## config.mk

```make
export PLATFORM = sky130hd
export DESIGN_NAME = exec_core
export DESIGN_NICKNAME = d
export VERILOG_FILES = /design/src/hw/rv_pkg.sv /design/src/hw/regfile_if.sv /design/src/hw/register_file.sv /design/src/hw/instr_decoder.sv /design/src/hw/alu.sv /design/src/hw/exec_core.sv
export SDC_FILE = /design/constraint.sdc
export NUM_CORES = 2
export LEC_CHECK = 0
export BUFFER_PORTS_ARGS = -buffer_cell sky130_fd_sc_hd__buf_4
export CAP_MARGIN = 10
export CORE_MARGIN = 2
export CORE_UTILIZATION = 60
export DETAILED_ROUTE_END_ITERATION = 6
export GPL_TIMING_DRIVEN = 0
export PLACE_DENSITY = 0.75
export SLEW_MARGIN = 40
export SYNTH_ARGS = -nofsm -noshare
export SYNTH_HDL_FRONTEND = slang
export SYNTH_SLANG_ARGS = --single-unit
```

## constraint.sdc

```tcl
create_clock -name clock -period 6.7 [get_ports clock]
set_input_delay 1.005 -clock clock [delete_from_list [all_inputs] [get_ports clock]]
set_output_delay 1.005 -clock clock [all_outputs]
set_load 0.005 [all_outputs]
```

## src/hw/rv_pkg.sv

```systemverilog
/*
 * rv execution slice shared types
 * register index, instruction word, alu operations and rv32i encodings
 */

package rv_pkg;

  // architectural register count, x0 included
  localparam int reg_count = 32;

  // 5-bit register index
  typedef logic [4:0] reg_addr_t;

  // raw 32-bit instruction word
  typedef logic [31:0] instr_t;

  // alu operations, one per rv32i arithmetic/logic/shift/compare op
  typedef enum logic [3:0] {
    alu_add,
    alu_sub,
    alu_sll,
    alu_slt,
    alu_sltu,
    alu_xor,
    alu_srl,
    alu_sra,
    alu_or,
    alu_and
  } alu_op_e;

  // major opcodes handled by the slice
  localparam logic [6:0] opcode_op     = 7'b0110011;
  localparam logic [6:0] opcode_op_imm = 7'b0010011;
  localparam logic [6:0] opcode_lui    = 7'b0110111;

  // funct3 values, shared by op and op-imm
  localparam logic [2:0] funct3_add_sub = 3'b000;
  localparam logic [2:0] funct3_sll     = 3'b001;
  localparam logic [2:0] funct3_slt     = 3'b010;
  localparam logic [2:0] funct3_sltu    = 3'b011;
  localparam logic [2:0] funct3_xor     = 3'b100;
  localparam logic [2:0] funct3_srl_sra = 3'b101;
  localparam logic [2:0] funct3_or      = 3'b110;
  localparam logic [2:0] funct3_and     = 3'b111;

  // funct7 values: base encoding and the sub/sra alternate
  localparam logic [6:0] funct7_base = 7'b0000000;
  localparam logic [6:0] funct7_alt  = 7'b0100000;

endpackage

```

## src/hw/regfile_if.sv

```systemverilog
/*
 * register file bus
 * two read ports and one write port, core and regfile modports
 */

`timescale 1ns/1ps

interface regfile_if #(
  parameter int xlen = 32
);
  import rv_pkg::*;

  // read side
  reg_addr_t         read_address1;
  reg_addr_t         read_address2;
  logic [xlen-1:0]   read_data1;
  logic [xlen-1:0]   read_data2;
  // write side, write_enable sampled at the rising edge
  reg_addr_t         write_address;
  logic [xlen-1:0]   write_data;
  logic              write_enable;

  // core drives addresses and write data, gets read data back
  modport core (
    output read_address1, read_address2, write_address, write_data, write_enable,
    input  read_data1, read_data2
  );

  // register file side
  modport regfile (
    input  read_address1, read_address2, write_address, write_data, write_enable,
    output read_data1, read_data2
  );

endinterface

```

## src/hw/register_file.sv

```systemverilog
/*
 * register file, x0 hardwired to zero
 * two combinational read ports, one clocked write port, write-through bypass
 */

`timescale 1ns/1ps

module register_file #(
  parameter int xlen = 32
) (
  input logic        clock,
  input logic        arst_n,
  regfile_if.regfile rf
);
  import rv_pkg::*;

  // storage for x1..x31, x0 has no flop behind it
  logic [xlen-1:0] regs [1:reg_count-1];

  // write is live when enabled and not aimed at x0
  logic write_live;

  assign write_live = rf.write_enable && (rf.write_address != '0);

  // one read port
  // zero for x0, bypass the word being written, else the stored word
  function automatic logic [xlen-1:0] read_port(input reg_addr_t address);
    logic [xlen-1:0] data;
    if (address == '0) begin
      data = '0;
    end else if (write_live && (address == rf.write_address)) begin
      data = rf.write_data;
    end else begin
      data = regs[address];
    end
    return data;
  endfunction

  // combinational reads
  always_comb begin
    rf.read_data1 = read_port(rf.read_address1);
    rf.read_data2 = read_port(rf.read_address2);
  end

  // clocked write, all registers clear on reset
  always_ff @(posedge clock or negedge arst_n) begin
    if (!arst_n) begin
      for (int i = 1; i < reg_count; i++) begin
        regs[i] <= '0;
      end
    end else if (write_live) begin
      regs[rf.write_address] <= rf.write_data;
    end
  end

endmodule

```

## src/hw/instr_decoder.sv

```systemverilog
/*
 * rv32i decoder for op, op-imm and lui
 * register fields, alu op, operand select, immediate and legal flag
 */

`timescale 1ns/1ps

module instr_decoder (
  input  rv_pkg::instr_t    instr,
  output rv_pkg::reg_addr_t rs1,
  output rv_pkg::reg_addr_t rs2,
  output rv_pkg::reg_addr_t rd,
  output rv_pkg::alu_op_e   alu_op,
  output logic              use_imm,
  output logic [31:0]       imm,
  output logic              is_lui,
  output logic              legal
);
  import rv_pkg::*;

  // instruction fields
  logic [6:0]  opcode;
  logic [2:0]  funct3;
  logic [6:0]  funct7;
  logic [31:0] imm_i;
  logic [31:0] imm_u;

  assign opcode = instr[6:0];
  assign funct3 = instr[14:12];
  assign funct7 = instr[31:25];

  // register indices sit at fixed positions in every format
  assign rd  = instr[11:7];
  assign rs1 = instr[19:15];
  assign rs2 = instr[24:20];

  // i-type: sign-extended 12 bits, u-type: upper 20 bits
  assign imm_i = {{20{instr[31]}}, instr[31:20]};
  assign imm_u = {instr[31:12], 12'b0};

  always_comb begin
    // defaults describe an illegal word
    alu_op  = alu_add;
    use_imm = 1'b0;
    is_lui  = 1'b0;
    imm     = imm_i;
    legal   = 1'b0;

    case (opcode)
      opcode_op: begin
        // register-register, funct7 picks sub and sra
        case (funct3)
          funct3_add_sub: alu_op = (funct7 == funct7_alt) ? alu_sub : alu_add;
          funct3_sll:     alu_op = alu_sll;
          funct3_slt:     alu_op = alu_slt;
          funct3_sltu:    alu_op = alu_sltu;
          funct3_xor:     alu_op = alu_xor;
          funct3_srl_sra: alu_op = (funct7 == funct7_alt) ? alu_sra : alu_srl;
          funct3_or:      alu_op = alu_or;
          default:        alu_op = alu_and;
        endcase
        // only add/sub and srl/sra accept the alternate funct7
        if (funct7 == funct7_base) begin
          legal = 1'b1;
        end else if (funct7 == funct7_alt) begin
          legal = (funct3 == funct3_add_sub) || (funct3 == funct3_srl_sra);
        end
      end

      opcode_op_imm: begin
        use_imm = 1'b1;
        case (funct3)
          funct3_add_sub: alu_op = alu_add;
          funct3_sll:     alu_op = alu_sll;
          funct3_slt:     alu_op = alu_slt;
          funct3_sltu:    alu_op = alu_sltu;
          funct3_xor:     alu_op = alu_xor;
          funct3_srl_sra: alu_op = (funct7 == funct7_alt) ? alu_sra : alu_srl;
          funct3_or:      alu_op = alu_or;
          default:        alu_op = alu_and;
        endcase
        // shift immediates carry funct7 in the top bits, the rest take any value
        if (funct3 == funct3_sll) begin
          legal = (funct7 == funct7_base);
        end else if (funct3 == funct3_srl_sra) begin
          legal = (funct7 == funct7_base) || (funct7 == funct7_alt);
        end else begin
          legal = 1'b1;
        end
      end

      opcode_lui: begin
        // lui is zero + u-immediate through the adder
        alu_op  = alu_add;
        use_imm = 1'b1;
        is_lui  = 1'b1;
        imm     = imm_u;
        legal   = 1'b1;
      end

      default: legal = 1'b0;
    endcase
  end

endmodule

```

## src/hw/alu.sv

```systemverilog
/*
 * integer alu
 * add, sub, shifts, signed and unsigned compare, bitwise logic
 */

`timescale 1ns/1ps

module alu #(
  parameter int xlen = 32
) (
  input  rv_pkg::alu_op_e op,
  input  logic [xlen-1:0] a,
  input  logic [xlen-1:0] b,
  output logic [xlen-1:0] result
);
  import rv_pkg::*;

  // shift amount from the low five bits of b
  logic [4:0] shamt;
  // compare results
  logic       lt_signed;
  logic       lt_unsigned;

  assign shamt       = b[4:0];
  assign lt_signed   = $signed(a) < $signed(b);
  assign lt_unsigned = a < b;

  always_comb begin
    case (op)
      alu_add:  result = a + b;
      alu_sub:  result = a - b;
      alu_sll:  result = a << shamt;
      // compares give 1 or 0 in bit 0
      alu_slt:  result = {{(xlen-1){1'b0}}, lt_signed};
      alu_sltu: result = {{(xlen-1){1'b0}}, lt_unsigned};
      alu_xor:  result = a ^ b;
      alu_srl:  result = a >> shamt;
      // arithmetic shift keeps the sign bit
      alu_sra:  result = $unsigned($signed(a) >>> shamt);
      alu_or:   result = a | b;
      alu_and:  result = a & b;
      default:  result = '0;
    endcase
  end

endmodule

```

## src/hw/exec_core.sv

```systemverilog
/*
 * integer execution slice top
 * decode and register read, one execute register, write-back one cycle later
 */

`timescale 1ns/1ps

module exec_core #(
  parameter int xlen = 32
) (
  input  logic              clock,
  input  logic              arst_n,
  input  logic              instr_valid,
  input  rv_pkg::instr_t    instr,
  output logic              wb_valid,
  output rv_pkg::reg_addr_t wb_address,
  output logic [xlen-1:0]   wb_data,
  output logic              illegal_instr
);
  import rv_pkg::*;

  // decode outputs
  reg_addr_t       dec_rs1;
  reg_addr_t       dec_rs2;
  reg_addr_t       dec_rd;
  alu_op_e         dec_op;
  logic            dec_use_imm;
  logic [31:0]     dec_imm;
  logic            dec_is_lui;
  logic            dec_legal;
  // immediate sized to the operand width
  logic [xlen-1:0] imm_x;

  // execute register
  logic [xlen-1:0] ex_a;
  logic [xlen-1:0] ex_b;
  alu_op_e         ex_op;
  reg_addr_t       ex_rd;
  logic            ex_valid;
  logic            ex_illegal;
  logic [xlen-1:0] alu_result;

  regfile_if #(.xlen(xlen)) rf_bus ();

  register_file #(.xlen(xlen)) u_regfile (
    .clock  (clock),
    .arst_n (arst_n),
    .rf     (rf_bus.regfile)
  );

  instr_decoder u_decoder (
    .instr   (instr),
    .rs1     (dec_rs1),
    .rs2     (dec_rs2),
    .rd      (dec_rd),
    .alu_op  (dec_op),
    .use_imm (dec_use_imm),
    .imm     (dec_imm),
    .is_lui  (dec_is_lui),
    .legal   (dec_legal)
  );

  alu #(.xlen(xlen)) u_alu (
    .op     (ex_op),
    .a      (ex_a),
    .b      (ex_b),
    .result (alu_result)
  );

  assign imm_x = xlen'($signed(dec_imm));

  // decode stage reads both sources, bypass handles the execute-stage rd
  assign rf_bus.read_address1 = dec_rs1;
  assign rf_bus.read_address2 = dec_rs2;

  // write-back from the execute stage
  assign rf_bus.write_enable  = ex_valid;
  assign rf_bus.write_address = ex_rd;
  assign rf_bus.write_data    = alu_result;

  // control bits, cleared on reset
  always_ff @(posedge clock or negedge arst_n) begin
    if (!arst_n) begin
      ex_valid   <= 1'b0;
      ex_illegal <= 1'b0;
    end else begin
      // x0 destination still executes but never writes back
      ex_valid   <= instr_valid && dec_legal && (dec_rd != '0);
      ex_illegal <= instr_valid && !dec_legal;
    end
  end

  // operand payload, loaded on each accepted word
  always_ff @(posedge clock) begin
    if (instr_valid) begin
      ex_a  <= dec_is_lui ? '0 : rf_bus.read_data1;
      ex_b  <= dec_use_imm ? imm_x : rf_bus.read_data2;
      ex_op <= dec_op;
      ex_rd <= dec_rd;
    end
  end

  assign wb_valid      = ex_valid;
  assign wb_address    = ex_rd;
  assign wb_data       = alu_result;
  assign illegal_instr = ex_illegal;

endmodule

```

==> metrics.md <==
| Metric | Value |
|---|---|
| Crit path capture type | `output port` |
| Fraction of registers with async set/reset | `93.16%` |
| Count leader, synth | `nand2_1` |
| Clock transition at the registers of the reported paths | `0.07 ns` |
| Port bufs | `63` |
| WL final | `273800 um` |
| Antenna viol nets, final | `0` |
| Synth top area share | `39.14%` |
| Htree depth | `3` |
| Area of the die | `108500 sq um` |
| DR vias/cell | `7.383` |
| Placed cells | `7347` |
| WL/cell | `36.19 um` |
| Layout cells sized above 1 | `22.44%` |
| Count of flip-flops with a built-in enable after synthesis | `73` |
| Synth area leader | `dfrtp_1` |
| Flops & latches, synth | `1067` |
| Worst Tran Pin Value | `1.021 ns` |
| Sequential element share of the synthesized area | `42.59%` |
| Post-layout worst setup margin | `-0.09806 ns` |
| Gpl congestion | `1.129` |
| Initial antenna violation count | `19` |
| Period utilization | `101.5%` |
| Post-route design area | `70720 sq um` |
| TritonCTS clock tree | `yes` |
| Synthesis-to-finish area growth | `11.28%` |
| FF+latch area | `27070 sq um` |
| Required time worst endpoint | `5.69 ns` |
| Syn Area/Cell | `10.84 sq um` |
| DR DRC count | `13` |
| Mapped Cells | `5862` |
| Syn_nets | `5996` |
| Final Hold Fails | `0` |
| Layout Skew | `0.03144 ns` |
| Yosys cell types | `105` |
| Clk buf depth | `3` |
| Largest net degree at the start of global routing | `118` |
| Fin crit period | `6.798 ns` |
| Maximum clock frequency | `147.1 MHz` |
| Final Power | `15090 uW` |
| CP max FO | `10` |
| Top_reg_cell synth | `dfrtp_1` |
| Worst setup SP type | `register` |
| Skew-Pair Late Insertion Delay | `0.72 ns` |
| Cts hold-fix bufs | `0` |
| Num CTS Buffers | `103` |
| Worst ir drop on vdd | `0.2800 mV` |
| Multi-input gate area | `33960 sq um` |
| Failing checks | `DRC, setup timing` |
| Post-DP HPWL | `211200 um` |
| Post-DP Area | `66750 sq um` |
| Run status | `complete, but fails checks` |
| Static leakage | `0.02935 uW` |
| Clk root buf | `clkbuf_16` |
| Row count | `119` |
| Vias | `55862` |
| Gr usage total | `50.96%` |
| Initial DRC Count | `8720` |
| Drt pass-1 iters | `7` |
| Flop2flop setup slack | `1.35 ns` |
| Clock sinks | `1067` |
| Data arrival, critical path | `5.79 ns` |
| Pwr Density | `213.4 nW/um^2` |
| Slew Viols, Final | `0` |
| Slew HR | `31.92%` |
| Finish-stage setup viols | `4` |
| Number of global-route vias before repair | `55998` |
| First-pass GRT wire length | `388600 um` |
| Fill cells | `7775` |
| Synth top area cells | `dfrtp_1 39%, mux4_2 22%, nand2_1 6.7%` |
| Die W | `329.5 um` |
| Starting Density | `60.46%` |
| Post-layout util | `67.27%` |
| Max cap viols | `0` |
| Ys Warns | `0` |
| Cell area after synthesis | `63550 sq um` |
| Layout Nets | `6209` |
| IO Count | `74` |
| HP Class | `input pin to async pin` |
| Total congestion overflow | `0` |
| Die Height | `329.5 um` |
| Setup CP Type | `register to output port` |
| Most frequent cells after synthesis | `1135 x nand2_1, 994 x dfrtp_1, 781 x o21ai_0` |
| Setup TNS | `-0.2764 ns` |
| Core area | `105100 sq um` |
| Final Non-Filler Cells | `7566` |
-- through the flow --
stage / hold WS, ns / worst slack [ns]
after floorplan: 0.4604 / 1.806
after CTS: 0.2840 / 0.002198
final: 0.2562 / -0.09806
after global routing: 0.3217 / -0.04633
after global placement: 0.4732 / -6.772
after detailed placement: 0.4847 / -0.6915
-- layout make-up --
| type | instances | area share (%) |
|---|---|---|
| clock buffer | 147 | 4.363 |
| buffer | 573 | 3.604 |
| timing repair buffer | 112 | 1.838 |
| sequential | 1067 | 38.27 |
| tap | 1391 | 2.461 |
| antenna | 15 | 0.05308 |
| inverter | 136 | 0.7378 |
| clock inverter | 43 | 0.6423 |
| multi-input combinational | 4082 | 48.03 |
-- registers in the layout, indices dropped and copies added (netlist names) --
name            cells
illegal_instr       1
ex_b               32
wb_address          5
ex_a               32
ex_op               4
u_regfile.regs    992
wb_valid            1
-- worst paths after layout --
check                                       to           startpoint  depth (start not counted)
max                                wb_data[23]              ex_b[0]                         13
min                        u_regfile.regs[163]               arst_n                          1
max reg2reg                           ex_a[25]              ex_b[2]                         15
min reg2reg                u_regfile.regs[398]  u_regfile.regs[398]                          2
max in group asynchronous  u_regfile.regs[958]               arst_n                          6
min in group clock               wb_address[3]            instr[10]                          1
-- cell families after synthesis --
| kind of cell | after synthesis | share of synthesized area (%) |
|---|---|---|
| multiplexers | 816 | 25.58 |
| adder cells (fa/ha/maj) | 99 | 1.973 |
| buffers and inverters | 713 | 4.574 |
| AND/OR/NAND/NOR | 1534 | 9.781 |
| XOR/XNOR | 15 | 0.2067 |
| flip-flops | 1067 | 42.59 |
| AO/OA/AOI/OAI | 1618 | 15.29 |
-- where the power goes --
| group | switching [uW] | internal, uW | leakage, uW | total [uW] |
|---|---|---|---|---|
| sequential | 89.5 | 6570 | 0.0146 | 6660 |
| combinational | 1590 | 642 | 0.0130 | 2230 |
| clock | 2720 | 3480 | 0.00175 | 6200 |
-- layout by cell type (no fill, tap or decap), drive strengths merged, types with 25 or more instances in the layout --
| master | Yosys | final |
|---|---|---|
| o21ai | 1087 | 1087 |
| nand3 | 28 | 28 |
| o211ai | 25 | 25 |
| clkbuf | 412 | 565 |
| edfxtp | 73 | 73 |
| o221ai | 36 | 36 |
| inv | 134 | 142 |
| dfrtp | 994 | 994 |
| mux2 | 94 | 94 |
| a21oi | 158 | 158 |
| mux2i | 87 | 87 |
| ha | 97 | 97 |
| buf | 165 | 267 |
| nor3 | 38 | 38 |
| a22o | 71 | 71 |
| o22ai | 26 | 26 |
| mux4 | 635 | 635 |
| a211oi | 29 | 29 |
| nand2 | 1135 | 1135 |
| nor2 | 218 | 218 |
-- routing by layer --
| metal | up-vias | track usage (%) | wire length [um] |
|---|---|---|---|
| met5 | - | 0.04348 | 85 |
| met4 | 12 | 47.74 | 30950 |
| met3 | 1384 | 19.43 | 36970 |
| met2 | 4721 | 76.50 | 122200 |
| met1 | 27658 | 55.78 | 83620 |
| li1 | 22087 | - | - |
-- worst max-delay path: stages, from the launching register on --
cell and delay, ns:
edfxtp_1 0.63, buf_6 0.24, buf_6 0.24, mux2_4 0.40, mux2_2 0.30, mux2i_1 0.53, o21a_1 0.18, nor2_1 0.18
a2111oi_0 0.80, o221ai_1 0.36, a21oi_2 0.67, buf_2 0.35, inv_1 0.06, buf_4 0.13
-- repair_timing --
item                                    4_1_cts  5_1_grt
gates resized for setup                      22       17
setup buffers                                11        3
endpoints found under the setup margin       28       19
pin swaps                                     6        6
hold endpoints to repair                      0        0
Power figures use the tool's default switching activity.
